### src/lsu_pkg.sv
// load/store unit shared types
// widths, depths and AXI4-Lite codes
`default_nettype none

package lsu_pkg;

    // datapath
    localparam int XLEN        = 32;
    localparam int STRB_W      = XLEN / 8;
    localparam int OFFSET_W    = $clog2(STRB_W);
    localparam int REG_ADDR_W  = 5;
    localparam int COMMIT_ID_W = 3;

    // queue depths
    localparam int LOAD_DEPTH  = 4;
    localparam int STORE_DEPTH = 4;
    localparam int OUT_CNT_W   = $clog2(STORE_DEPTH + 1);

    // unprivileged, secure, data access
    localparam int                PROT_W        = 3;
    localparam logic [PROT_W-1:0] AXI_PROT_DATA = 3'b000;

    // load opcodes, funct3 encoding of the base ISA
    typedef enum logic [2:0] {
        LOAD_B  = 3'b000,
        LOAD_H  = 3'b001,
        LOAD_W  = 3'b010,
        LOAD_BU = 3'b100,
        LOAD_HU = 3'b101
    } load_op_e;

    typedef enum logic [1:0] {
        RESP_OKAY   = 2'b00,
        RESP_EXOKAY = 2'b01,
        RESP_SLVERR = 2'b10,
        RESP_DECERR = 2'b11
    } axi_resp_e;

    // per-load context kept until its read data returns
    typedef struct packed {
        logic [REG_ADDR_W-1:0]  rd_addr;
        logic [COMMIT_ID_W-1:0] commit_id;
        load_op_e               op;
        logic [OFFSET_W-1:0]    offset;
    } load_tag_t;

endpackage

`default_nettype wire
### src/lsu_top.sv
// load/store unit top level
`timescale 1ns/10ps
`default_nettype none

module lsu_top (
    input  wire                                clk,
    input  wire                                rst_n,

    // core request
    input  wire                                req_mem_i,
    input  wire                                load_i,
    input  wire                                store_i,
    input  wire lsu_pkg::load_op_e             load_op_i,
    input  wire [lsu_pkg::XLEN-1:0]            addr_i,
    input  wire [lsu_pkg::XLEN-1:0]            wdata_i,
    input  wire [lsu_pkg::STRB_W-1:0]          wstrb_i,
    input  wire [lsu_pkg::REG_ADDR_W-1:0]      rd_addr_i,
    input  wire [lsu_pkg::COMMIT_ID_W-1:0]     commit_id_i,
    input  wire                                int_assert_i,
    output logic                               mem_stall_o,
    output logic                               mem_busy_o,

    // writeback
    output logic                               reg_we_o,
    output logic [lsu_pkg::REG_ADDR_W-1:0]     reg_waddr_o,
    output logic [lsu_pkg::XLEN-1:0]           reg_wdata_o,
    output logic [lsu_pkg::COMMIT_ID_W-1:0]    commit_id_o,

    // AXI4-Lite master
    output logic [lsu_pkg::XLEN-1:0]           m_axi_awaddr_o,
    output logic [lsu_pkg::PROT_W-1:0]         m_axi_awprot_o,
    output logic                               m_axi_awvalid_o,
    input  wire                                m_axi_awready_i,
    output logic [lsu_pkg::XLEN-1:0]           m_axi_wdata_o,
    output logic [lsu_pkg::STRB_W-1:0]         m_axi_wstrb_o,
    output logic                               m_axi_wvalid_o,
    input  wire                                m_axi_wready_i,
    input  wire lsu_pkg::axi_resp_e            m_axi_bresp_i,
    input  wire                                m_axi_bvalid_i,
    output logic                               m_axi_bready_o,
    output logic [lsu_pkg::XLEN-1:0]           m_axi_araddr_o,
    output logic [lsu_pkg::PROT_W-1:0]         m_axi_arprot_o,
    output logic                               m_axi_arvalid_o,
    input  wire                                m_axi_arready_i,
    input  wire [lsu_pkg::XLEN-1:0]            m_axi_rdata_i,
    input  wire lsu_pkg::axi_resp_e            m_axi_rresp_i,
    input  wire                                m_axi_rvalid_i,
    output logic                               m_axi_rready_o
);

    logic mem_req;
    logic load_req;
    logic store_req;
    logic load_accept;
    logic store_accept;

    // an interrupt drops the request before anything is issued
    assign mem_req   = req_mem_i && !int_assert_i;
    assign load_req  = mem_req && load_i;
    assign store_req = mem_req && store_i;

    // core holds the request until its address handshake
    assign mem_stall_o = (load_req && !load_accept) || (store_req && !store_accept);

    load_unit u_load (
        .clk           (clk),
        .rst_n         (rst_n),
        .load_req_i    (load_req),
        .load_op_i     (load_op_i),
        .addr_i        (addr_i),
        .rd_addr_i     (rd_addr_i),
        .commit_id_i   (commit_id_i),
        .load_accept_o (load_accept),
        .m_araddr_o    (m_axi_araddr_o),
        .m_arprot_o    (m_axi_arprot_o),
        .m_arvalid_o   (m_axi_arvalid_o),
        .m_arready_i   (m_axi_arready_i),
        .m_rdata_i     (m_axi_rdata_i),
        .m_rresp_i     (m_axi_rresp_i),
        .m_rvalid_i    (m_axi_rvalid_i),
        .m_rready_o    (m_axi_rready_o),
        .reg_we_o      (reg_we_o),
        .reg_waddr_o   (reg_waddr_o),
        .reg_wdata_o   (reg_wdata_o),
        .commit_id_o   (commit_id_o)
    );

    store_unit u_store (
        .clk            (clk),
        .rst_n          (rst_n),
        .store_req_i    (store_req),
        .addr_i         (addr_i),
        .wdata_i        (wdata_i),
        .wstrb_i        (wstrb_i),
        .store_accept_o (store_accept),
        .busy_o         (mem_busy_o),
        .m_awaddr_o     (m_axi_awaddr_o),
        .m_awprot_o     (m_axi_awprot_o),
        .m_awvalid_o    (m_axi_awvalid_o),
        .m_awready_i    (m_axi_awready_i),
        .m_wdata_o      (m_axi_wdata_o),
        .m_wstrb_o      (m_axi_wstrb_o),
        .m_wvalid_o     (m_axi_wvalid_o),
        .m_wready_i     (m_axi_wready_i),
        .m_bresp_i      (m_axi_bresp_i),
        .m_bvalid_i     (m_axi_bvalid_i),
        .m_bready_o     (m_axi_bready_o)
    );

    a_one_kind: assert property (@(posedge clk) disable iff (!rst_n)
        req_mem_i |-> !(load_i && store_i))
        else $error("lsu_top: load and store requested together");

endmodule

`default_nettype wire

### src/store_unit.sv
// store path, AW/W/B channels
`timescale 1ns/10ps
`default_nettype none

module store_unit (
    input  wire                              clk,
    input  wire                              rst_n,

    // request from the core
    input  wire                              store_req_i,
    input  wire [lsu_pkg::XLEN-1:0]          addr_i,
    input  wire [lsu_pkg::XLEN-1:0]          wdata_i,
    input  wire [lsu_pkg::STRB_W-1:0]        wstrb_i,
    output logic                             store_accept_o,
    output logic                             busy_o,

    // write address channel
    output logic [lsu_pkg::XLEN-1:0]         m_awaddr_o,
    output logic [lsu_pkg::PROT_W-1:0]       m_awprot_o,
    output logic                             m_awvalid_o,
    input  wire                              m_awready_i,

    // write data channel
    output logic [lsu_pkg::XLEN-1:0]         m_wdata_o,
    output logic [lsu_pkg::STRB_W-1:0]       m_wstrb_o,
    output logic                             m_wvalid_o,
    input  wire                              m_wready_i,

    // write response channel
    input  wire lsu_pkg::axi_resp_e          m_bresp_i,
    input  wire                              m_bvalid_i,
    output logic                             m_bready_o
);

    import lsu_pkg::*;

    logic [XLEN+STRB_W-1:0] sq_push_data;
    logic [XLEN+STRB_W-1:0] sq_head;
    logic                   sq_empty;
    logic                   sq_full;
    logic [OUT_CNT_W-1:0]   out_cnt_q;
    logic                   cnt_full;
    logic                   aw_hs;
    logic                   w_hs;
    logic                   b_hs;

    // cap writes in flight so the counter and queue stay in step
    assign cnt_full = (out_cnt_q == OUT_CNT_W'(STORE_DEPTH));

    assign m_awaddr_o  = addr_i;
    assign m_awprot_o  = AXI_PROT_DATA;
    assign m_awvalid_o = store_req_i && !sq_full && !cnt_full;
    assign aw_hs       = m_awvalid_o && m_awready_i;

    assign store_accept_o = aw_hs;

    // data captured on AW, drained onto W from the next cycle
    assign sq_push_data = {wdata_i, wstrb_i};

    lsu_fifo #(
        .WIDTH (XLEN + STRB_W),
        .DEPTH (STORE_DEPTH)
    ) u_store_q (
        .clk         (clk),
        .rst_n       (rst_n),
        .push_i      (aw_hs),
        .push_data_i (sq_push_data),
        .pop_i       (w_hs),
        .head_o      (sq_head),
        .empty_o     (sq_empty),
        .full_o      (sq_full)
    );

    assign m_wvalid_o = !sq_empty;
    assign {m_wdata_o, m_wstrb_o} = sq_head;
    assign w_hs = m_wvalid_o && m_wready_i;

    // write responses are only counted
    assign m_bready_o = (out_cnt_q != '0);
    assign b_hs       = m_bvalid_i && m_bready_o;

    always_ff @(posedge clk or negedge rst_n) begin
        if (!rst_n) begin
            out_cnt_q <= '0;
        end else if (aw_hs && !b_hs) begin
            out_cnt_q <= out_cnt_q + 1'b1;
        end else if (b_hs && !aw_hs) begin
            out_cnt_q <= out_cnt_q - 1'b1;
        end
    end

    assign busy_o = !sq_empty || (out_cnt_q != '0);

    // slave must not answer a write that was never issued
    a_bvalid_with_write: assert property (@(posedge clk) disable iff (!rst_n)
        m_bvalid_i |-> out_cnt_q != '0)
        else $error("store_unit: BVALID with no write outstanding (resp %s)",
                    m_bresp_i.name());

endmodule

`default_nettype wire

### src/load_unit.sv
// load path, AR/R channels and writeback
`timescale 1ns/10ps
`default_nettype none

module load_unit (
    input  wire                                clk,
    input  wire                                rst_n,

    // request from the core
    input  wire                                load_req_i,
    input  wire lsu_pkg::load_op_e             load_op_i,
    input  wire [lsu_pkg::XLEN-1:0]            addr_i,
    input  wire [lsu_pkg::REG_ADDR_W-1:0]      rd_addr_i,
    input  wire [lsu_pkg::COMMIT_ID_W-1:0]     commit_id_i,
    output logic                               load_accept_o,

    // read address channel
    output logic [lsu_pkg::XLEN-1:0]           m_araddr_o,
    output logic [lsu_pkg::PROT_W-1:0]         m_arprot_o,
    output logic                               m_arvalid_o,
    input  wire                                m_arready_i,

    // read data channel
    input  wire [lsu_pkg::XLEN-1:0]            m_rdata_i,
    input  wire lsu_pkg::axi_resp_e            m_rresp_i,
    input  wire                                m_rvalid_i,
    output logic                               m_rready_o,

    // register writeback
    output logic                               reg_we_o,
    output logic [lsu_pkg::REG_ADDR_W-1:0]     reg_waddr_o,
    output logic [lsu_pkg::XLEN-1:0]           reg_wdata_o,
    output logic [lsu_pkg::COMMIT_ID_W-1:0]    commit_id_o
);

    import lsu_pkg::*;

    load_tag_t push_tag;
    load_tag_t head_tag;
    logic      tag_empty;
    logic      tag_full;
    logic      ar_hs;
    logic      r_hs;

    // response status is not checked, data is written back as is
    assign m_araddr_o  = addr_i;
    assign m_arprot_o  = AXI_PROT_DATA;
    assign m_arvalid_o = load_req_i && !tag_full;
    assign ar_hs       = m_arvalid_o && m_arready_i;

    assign load_accept_o = ar_hs;

    assign push_tag.rd_addr   = rd_addr_i;
    assign push_tag.commit_id = commit_id_i;
    assign push_tag.op        = load_op_i;
    assign push_tag.offset    = addr_i[OFFSET_W-1:0];

    // responses are in order, so the oldest tag owns the beat
    assign m_rready_o = !tag_empty;
    assign r_hs       = m_rvalid_i && m_rready_o;

    lsu_fifo #(
        .WIDTH ($bits(load_tag_t)),
        .DEPTH (LOAD_DEPTH)
    ) u_tag_q (
        .clk         (clk),
        .rst_n       (rst_n),
        .push_i      (ar_hs),
        .push_data_i (push_tag),
        .pop_i       (r_hs),
        .head_o      (head_tag),
        .empty_o     (tag_empty),
        .full_o      (tag_full)
    );

    load_align u_align (
        .rdata_i   (m_rdata_i),
        .load_op_i (head_tag.op),
        .offset_i  (head_tag.offset),
        .result_o  (reg_wdata_o)
    );

    assign reg_we_o    = r_hs;
    assign reg_waddr_o = head_tag.rd_addr;
    assign commit_id_o = head_tag.commit_id;

    // slave must not return data for a read it has not taken
    a_rvalid_with_tag: assert property (@(posedge clk) disable iff (!rst_n)
        m_rvalid_i |-> !tag_empty)
        else $error("load_unit: RVALID with no load outstanding (resp %s)",
                    m_rresp_i.name());

endmodule

`default_nettype wire

### src/load_align.sv
// load data alignment and extension
`timescale 1ns/10ps
`default_nettype none

module load_align (
    input  wire [lsu_pkg::XLEN-1:0]     rdata_i,
    input  wire lsu_pkg::load_op_e      load_op_i,
    input  wire [lsu_pkg::OFFSET_W-1:0] offset_i,
    output logic [lsu_pkg::XLEN-1:0]    result_o
);

    import lsu_pkg::*;

    logic [7:0]  byte_sel;
    logic [15:0] half_sel;

    // byte lane picked by the full offset
    assign byte_sel = rdata_i[8*offset_i +: 8];

    // halfword by the upper offset bit only
    assign half_sel = rdata_i[16*offset_i[OFFSET_W-1] +: 16];

    always_comb begin
        case (load_op_i)
            LOAD_B: begin
                result_o = {{(XLEN - 8){byte_sel[7]}}, byte_sel};
            end
            LOAD_BU: begin
                result_o = {{(XLEN - 8){1'b0}}, byte_sel};
            end
            LOAD_H: begin
                result_o = {{(XLEN - 16){half_sel[15]}}, half_sel};
            end
            LOAD_HU: begin
                result_o = {{(XLEN - 16){1'b0}}, half_sel};
            end
            LOAD_W: begin
                result_o = rdata_i;
            end
            default: begin
                // unused encodings return the raw word
                result_o = rdata_i;
            end
        endcase
    end

endmodule

`default_nettype wire

### src/lsu_fifo.sv
// synchronous queue
`timescale 1ns/10ps
`default_nettype none

module lsu_fifo #(
    parameter int WIDTH = 8,
    parameter int DEPTH = 4
) (
    input  wire              clk,
    input  wire              rst_n,
    input  wire              push_i,
    input  wire [WIDTH-1:0]  push_data_i,
    input  wire              pop_i,
    output logic [WIDTH-1:0] head_o,
    output logic             empty_o,
    output logic             full_o
);

    localparam int PTR_W = (DEPTH > 1) ? $clog2(DEPTH) : 1;

    logic [WIDTH-1:0] mem_q [DEPTH];
    logic [PTR_W-1:0] wr_ptr_q;
    logic [PTR_W-1:0] rd_ptr_q;
    logic [DEPTH-1:0] valid_q;

    // wrap at DEPTH so non power of two depths work
    function automatic logic [PTR_W-1:0] ptr_inc(input logic [PTR_W-1:0] ptr);
        if (ptr == PTR_W'(DEPTH - 1)) begin
            return '0;
        end
        return ptr + 1'b1;
    endfunction

    always_ff @(posedge clk or negedge rst_n) begin
        if (!rst_n) begin
            wr_ptr_q <= '0;
            rd_ptr_q <= '0;
            valid_q  <= '0;
        end else begin
            if (push_i) begin
                wr_ptr_q          <= ptr_inc(wr_ptr_q);
                valid_q[wr_ptr_q] <= 1'b1;
            end
            if (pop_i) begin
                rd_ptr_q          <= ptr_inc(rd_ptr_q);
                valid_q[rd_ptr_q] <= 1'b0;
            end
        end
    end

    always_ff @(posedge clk) begin
        if (push_i) begin
            mem_q[wr_ptr_q] <= push_data_i;
        end
    end

    // pointers meet on a valid slot when full, on an empty one otherwise
    assign head_o  = mem_q[rd_ptr_q];
    assign empty_o = (wr_ptr_q == rd_ptr_q) && !valid_q[rd_ptr_q];
    assign full_o  = (wr_ptr_q == rd_ptr_q) && valid_q[wr_ptr_q];

    a_no_push_full: assert property (@(posedge clk) disable iff (!rst_n)
        push_i |-> !full_o)
        else $error("lsu_fifo: push while full");

    a_no_pop_empty: assert property (@(posedge clk) disable iff (!rst_n)
        pop_i |-> !empty_o)
        else $error("lsu_fifo: pop while empty");

endmodule

`default_nettype wire

### config.mk
export PLATFORM = sky130hd
export DESIGN_NAME = lsu_top
export DESIGN_NICKNAME = d
export VERILOG_FILES = /design/src/lsu_pkg.sv /design/src/lsu_top.sv /design/src/store_unit.sv /design/src/load_unit.sv /design/src/load_align.sv /design/src/lsu_fifo.sv
export SDC_FILE = /design/constraint.sdc
export NUM_CORES = 1
export LEC_CHECK = 0
export ABC_CLOCK_PERIOD_IN_PS = 3500
export BUFFER_PORTS_ARGS = -buffer_cell sky130_fd_sc_hd__buf_2
export CORE_MARGIN = 1
export CORE_UTILIZATION = 35
export CTS_CLUSTER_DIAMETER = 60
export DETAILED_ROUTE_END_ITERATION = 8
export HOLD_SLACK_MARGIN = 0.05
export PLACE_DENSITY_LB_ADDON = 0.25
export REMOVE_ABC_BUFFERS = 1
export SYNTH_ARGS = -nofsm -noshare
export SYNTH_HDL_FRONTEND = slang
export SYNTH_HIERARCHICAL = 1
export SYNTH_SLANG_ARGS = --single-unit
export TNS_END_PERCENT = 10
### constraint.sdc
create_clock -name clk -period 3.5 [get_ports clk]
set_input_delay 0.35 -clock clk [delete_from_list [all_inputs] [get_ports clk]]
set_output_delay 0.35 -clock clk [all_outputs]
set_load 0.02 [all_outputs]
### Word level (Yosys, flattened, before mapping)

Memory sizes are Yosys's and may differ from the RTL's.
Index checks and enable logic that the tools add are counted.

| cells by class | value |
|---|---|
| add/subtract/negate cells | 6 |
| magnitude comparators | 8 |
| equal/unequal tests | 10 |
| shift operators | 2 |
| multiplexer cells | 43 |
| bitwise gates (word level) | 6 |
| reduce and logical (&&, ||, !) cells | 39 |

Operator list:

| cell | number |
|---|---|
| $pmux W32 S4 | 1 |
| $shiftx A32 B6 Y16 | 1 |
| $shiftx A32 B6 Y8 | 1 |
| $logic_and A1 B1 Y1 | 23 |
| $mux W1 | 20 |
| $mux W2 | 8 |
| $mux W4 | 4 |
| $lt A2 B3 Y1 const B | 4 |
| $logic_not A1 Y1 | 11 |
| $eq A3 B3 Y1 const B | 3 |
| $add A2 B1 Y2 const B | 4 |
| $and A4 B4 Y4 | 2 |
| $bmux W1 S2 | 4 |
| $demux W1 S2 | 4 |
| $eq A2 B2 Y1 const B | 4 |
| $ge A2 B1 Y1 const B | 4 |
| $not A4 Y4 | 2 |
| $or A4 B4 Y4 | 2 |
| $mux W3 | 2 |
| $eq A2 B2 Y1 | 2 |
| $add A3 B1 Y3 const B | 1 |
| $eq A3 B1 Y1 const B | 1 |
| $logic_not A3 Y1 | 1 |
| $reduce_bool A3 Y1 | 1 |
| 3 further kinds | 4 |

| word-level totals | value |
|---|---|
| register bits after elaboration | 19 |
| RAM bits | 196 |
| output and inout port bits | 154 |
| word-level logic and storage cells | 123 |
| memories | 2 |

Memory list:

| memory | depth | bits a word | rd ports | clocked after Yosys merged registers in | write ports | RTL line | RTL |
|---|---|---|---|---|---|---|---|
| u_store.u_store_q.mem_q | 4 | 36 | 1 | 0 | 1 | lsu_fifo.sv:21 | `logic [WIDTH-1:0] mem_q [DEPTH];` |
| u_load.u_tag_q.mem_q | 4 | 13 | 1 | 0 | 1 | lsu_fifo.sv:21 |  |

### Longest topological paths before layout

| depth | value |
|---|---|
| depth in word-level cells | 11 |
| mapped depth | 12 |

### Cells and area by module

The synthesis kept the hierarchy.

By module, submodules not included:

| module | times used | cells each | area each (µm²) |
|---|---|---|---|
| lsu_fifo (u_store.u_store_q) | 1 | 231 | 5699.2 |
| lsu_fifo (u_load.u_tag_q) | 1 | 111 | 2418.6 |
| load_align | 1 | 109 | 628.1 |
| store_unit | 1 | 57 | 476.7 |
| load_unit | 1 | 40 | 291.5 |
| lsu_top | 1 | 8 | 50.0 |

### Least setup slack after synthesis

Ideal clock, no wire load.

| timing path | value |
|---|---|
| path type | register to register |
| start | register u_store.u_store_q.wr_ptr_q[0] |
| end | memory u_store/u_store_q/mem_q[0][0] (netlist bit) (enable) |
| library setup time | 0.397 ns |
| data arrival time | 2.759 ns |
| setup slack | 0.344 ns |
| stages on the path, launching flop included | 6 |
| clock period less this slack | 3.156 ns |
| cells stage by stage | dfrtp_1 > mux4_2 > nor3b_1 > nand2b_1 > a211oi_1 > and2_1 |

| between the ends | value |
|---|---|
| cells in the longest elaborated chain, start to end | 9 |
| elaborated cells on any way between the ends | 10 |
| classes of those cells | 1 x eq/ne; 4 x mux; 5 x reduce/logical |

Ends and longest elaborated chain:

| what | RTL line | RTL |
|---|---|---|
| from (decl) | lsu_fifo.sv:22 | `logic [PTR_W-1:0] wr_ptr_q;` |
| from (signal assigned) | lsu_fifo.sv:41 | `wr_ptr_q <= ptr_inc(wr_ptr_q);` |
| $bmux W1 S2 | lsu_fifo.sv:60 | `assign full_o = (wr_ptr_q == rd_ptr_q) && valid_q[wr_ptr_q];` |
| $mux W1 (implied by the code) | lsu_fifo.sv:60 |  |
| $logic_and A1 B1 Y1 * | lsu_fifo.sv:60 |  |
| named net u_store.sq_full | store_unit.sv:40 | `logic sq_full;` |
| $logic_not A1 Y1 * | store_unit.sv:52 | `assign m_awvalid_o = store_req_i && !sq_full && !cnt_full;` |
| $logic_and A1 B1 Y1 * (2 in series) | store_unit.sv:52 |  |
| $logic_and A1 B1 Y1 * | store_unit.sv:53 | `assign aw_hs = m_awvalid_o && m_awready_i;` |
| named net store_accept | lsu_top.sv:55 | `logic store_accept;` |
| $mux W1 * | lsu_fifo.sv:52 | `if (push_i) begin` |
| $mux W1 (implied by the code) * | lsu_fifo.sv:53 | `mem_q[wr_ptr_q] <= push_data_i;` |
| to (decl) | lsu_fifo.sv:21 |  |

The timed path passes the listed nets; every way through them passes the cells marked *. The select of a mux whose other input is x is not followed.

==> metrics.log <==
INFO  metric status = finished, final reports clean
INFO  metric aggregate_negative_setup_slack = 0 ns
INFO  metric synth_seq_area_share = 66.51%
INFO  metric synthesis.area_per_instance = 17.20 sq um
INFO  metric synth.cells.most_frequent = 196 x sky130_fd_sc_hd__edfxtp_1, 72 x sky130_fd_sc_hd__buf_4, 49 x sky130_fd_sc_hd__nand2_1
INFO  metric power_leakage = 4.423 nW
INFO  metric io_buffers = 179
INFO  metric synth.ff_latch_count = 215
INFO  metric worstSetupEndpointType = output port
INFO  metric setup-violations-final = 0
INFO  metric worst_ep_required_time = 3.15 ns
INFO  metric floorplan.initialDensity = 35.59%
INFO  metric synth_top_cell_by_area = sky130_fd_sc_hd__edfxtp_1
INFO  metric hold-worst-slack = 0.08441 ns
INFO  metric regArea = 0.006365 sq mm
INFO  metric final_core_utilization = 43.54%
INFO  metric post-synth-top-count-cell = sky130_fd_sc_hd__edfxtp_1
INFO  metric timing.fmax = 305.8 MHz
INFO  metric period_minus_slack = 3.271 ns
INFO  metric drv_slew = 0
INFO  metric hp-class = in -> reg
INFO  metric fin_ws = 0.2295 ns
INFO  metric die_area = 0.02799 sq mm
INFO  metric grt_max_degree = 42
INFO  metric fillCellCount = 2367
INFO  metric hold_violations = 0
INFO  metric drv.max_cap_violation_count = 0
INFO  metric clock-root-buffer = sky130_fd_sc_hd__clkbuf_16
INFO  metric critical_path_class = reg -> out
INFO  metric io_pins = 280
INFO  metric grt_setup_unrepaired = no
INFO  metric route.detailed.wl_per_inst = 19.29 um
INFO  metric synth_enable_flop_cells = 196
INFO  metric coreArea = 0.02688 sq mm
INFO  metric fin_nets = 885
INFO  metric row_count = 60
INFO  metric share_of_yosys_cell_area_claimed_by_the_top_area_cell_type = 61.54%
INFO  metric area_growth = 22.34%
INFO  metric cts.sinks = 215
INFO  metric yosys_warnings = 6
INFO  metric grt_pass1_vias = 5721
INFO  metric pre_cts_slack = 0.3525 ns
INFO  metric gp_congestion = 0.8062
INFO  metric cts_inserted_buffers = 27
INFO  metric timing.clock.skew = 0.01179 ns
INFO  metric power.density = 766.6 mW/mm^2
INFO  metric post-route-period-util = 93.44%
INFO  metric ys_async_sr_fraction = 8.837%
INFO  metric timing.slew.headroom = 45.95%
INFO  metric drc = 0
INFO  metric die_w = 167.3 um
INFO  metric ctsHtreeMaxLevel = 1
INFO  metric grt_util_all_layers = 15.14%
INFO  metric tightest_slew = 0.8108 ns
INFO  metric worst_skew_pair.late_latency = 0.52 ns
INFO  metric drt-pass1-iter-count = 4
INFO  metric diodes = 0
INFO  metric die_y = 167.3 um
INFO  metric grt_overflow_total = 0
INFO  metric post_synth_inst_count = 556
INFO  metric via_count = 5350
INFO  metric clkSlewWorstSetupHoldPaths = 0.06 ns
INFO  metric netlist_area = 0.009564 sq mm
INFO  metric tritoncts = yes
INFO  metric multi_input_gate_area = 0.002494 sq mm
INFO  metric cts_max_path_buffers = 3
INFO  metric postRouteAntennaNets = 0
INFO  metric via_per_inst = 4.859
INFO  metric cp_data_arrival_time = 2.92 ns
INFO  metric dominantRegCellSynth = sky130_fd_sc_hd__edfxtp_1
INFO  metric ir_worst_vdd = 0.4377 mV
INFO  metric synth.area.top_cells = sky130_fd_sc_hd__edfxtp_1 62%, sky130_fd_sc_hd__mux4_2 11%, sky130_fd_sc_hd__buf_4 5.7%
INFO  metric layout_cells_sized_above_1 = 41.05%
INFO  metric yosys.cell_types.count = 49
INFO  metric routed_wirelength = 21230 um
INFO  metric dp.final_hpwl = 14020 um
INFO  metric antenna_found_initial = 0
INFO  metric first_iter_violations = 270
INFO  metric cp_max_fanout = 12
INFO  metric grt_pass1_wl = 32640 um
INFO  metric startpoint_type = register
[power by group]
| part | switching, mW | leakage [nW] | total (mW) | internal, mW |
|---|---|---|---|---|
| sequential | 0.167 | 2.00 | 3.14 | 2.98 |
| clock | 1.06 | 0.405 | 2.49 | 1.44 |
| combinational | 1.95 | 2.02 | 3.33 | 1.38 |
[logic make-up (layout without fill, tap and decap cells)]
family / count (synthesis) / after routing / share of synthesized area (%)
AO/OA/AOI/OAI: 48 / 48 / 3.401
XOR/XNOR: 7 / 7 / 0.6410
multiplexers: 64 / 64 / 14.08
buffers and inverters: 106 / 306 / 7.614
flip-flops: 215 / 215 / 66.51
other: 2 / 6 / 0.07852
adder cells (fa/ha/maj): 18 / 18 / 2.433
AND/OR/NAND/NOR: 96 / 96 / 5.246
[per-layer routing]
layer | vias up | track usage [%] | wire length, um
li1 | 2423 | - | -
met4 | 2 | 3.789 | 448
met2 | 238 | 25.16 | 9947
met3 | 33 | 6.736 | 2158
met1 | 2654 | 17.63 | 8631
met5 | - | 2.609 | 46
[through the flow]
step           instances  area [sq um]  total power, mW
4_1_cts             1101         11700            9.109
3_5_place_dp        1002         10390            6.507
5_1_grt             1101         11700            9.466
2_1_floorplan        469          8907            5.428
3_3_place_gp        1002         10390            6.437
6_report            1101         11700            8.970
[worst max-delay path: stages (launching register included)]
cell and delay (ns):
sky130_fd_sc_hd__dfrtp_2 0.56, sky130_fd_sc_hd__mux4_2 0.59, sky130_fd_sc_hd__mux4_2 0.53, sky130_fd_sc_hd__nor3b_4 0.19, sky130_fd_sc_hd__o21bai_4 0.14, sky130_fd_sc_hd__buf_4 0.17, sky130_fd_sc_hd__nand2_1 0.06, sky130_fd_sc_hd__buf_2 0.16
[path summary, 6_finish.rpt]
check                           cells past startpoint                          start  slack [ns]                         end
worst max-delay path                                7     u_load/u_tag_q/rd_ptr_q[0]        0.23             reg_wdata_o[24]
worst min-delay path                                1                      addr_i[0]        0.08  u_load/u_tag_q/mem_q[2][0]
worst max register to register                     11  u_store/u_store_q/wr_ptr_q[0]        0.53        u_store/out_cnt_q[2]
worst min register to register                      1           u_store/out_cnt_q[2]        0.53        u_store/out_cnt_q[2]
max in group asynchronous                           2                          rst_n        2.83  u_load/u_tag_q/rd_ptr_q[0]
min in group asynchronous                           2                          rst_n        0.32        u_store/out_cnt_q[1]
[placed cells by master, fill, tap and decap left out, drive strengths merged, types with 2 or more instances in the layout]
cell and instances:
edfxtp 196, buf 195, mux4 54, nand2 51
dlygate4sd3 48, clkbuf 31, inv 21, dfrtp 19
o21ai 17, ha 17, clkinv 11, nor2 9
a22oi 8, a2bb2oi 8, a21oi 8, and2 8
nor2b 7, conb 6, mux2 6, xor2 6
nand2b 5, mux2i 4, or3b 4, nor3b 3
nor3 3, o211ai 2, o21bai 2, or2 2
[repair_timing]
action,4_1_cts,5_1_grt
gates resized for setup,1,4
endpoints found under the hold margin,207,0
buffers inserted,3,0
pin swaps,1,0
hold buffers,48,0
endpoints found under the setup margin,25,11
[registers in the layout, summed over array words and instances (netlist names)]
| signal | cells |
|---|---|
| u_load/u_tag_q/mem_q | 52 |
| u_store/u_store_q/valid_q | 4 |
| u_load/u_tag_q/valid_q | 4 |
| u_store/u_store_q/wr_ptr_q | 2 |
| u_store/out_cnt_q | 3 |
| u_load/u_tag_q/wr_ptr_q | 2 |
| u_store/u_store_q/mem_q | 144 |
| u_load/u_tag_q/rd_ptr_q | 2 |
| u_store/u_store_q/rd_ptr_q | 2 |
[cell type report]
class | count | area share [%]
multi-input cells | 239 | 21.31
inverters | 15 | 0.4812
well taps | 341 | 3.646
repair buffers | 243 | 13.22
clock inverters | 17 | 1.048
clock buffers | 31 | 5.902
flip-flops and latches | 215 | 54.39
Note: power is estimated with default switching activity, not from simulation.
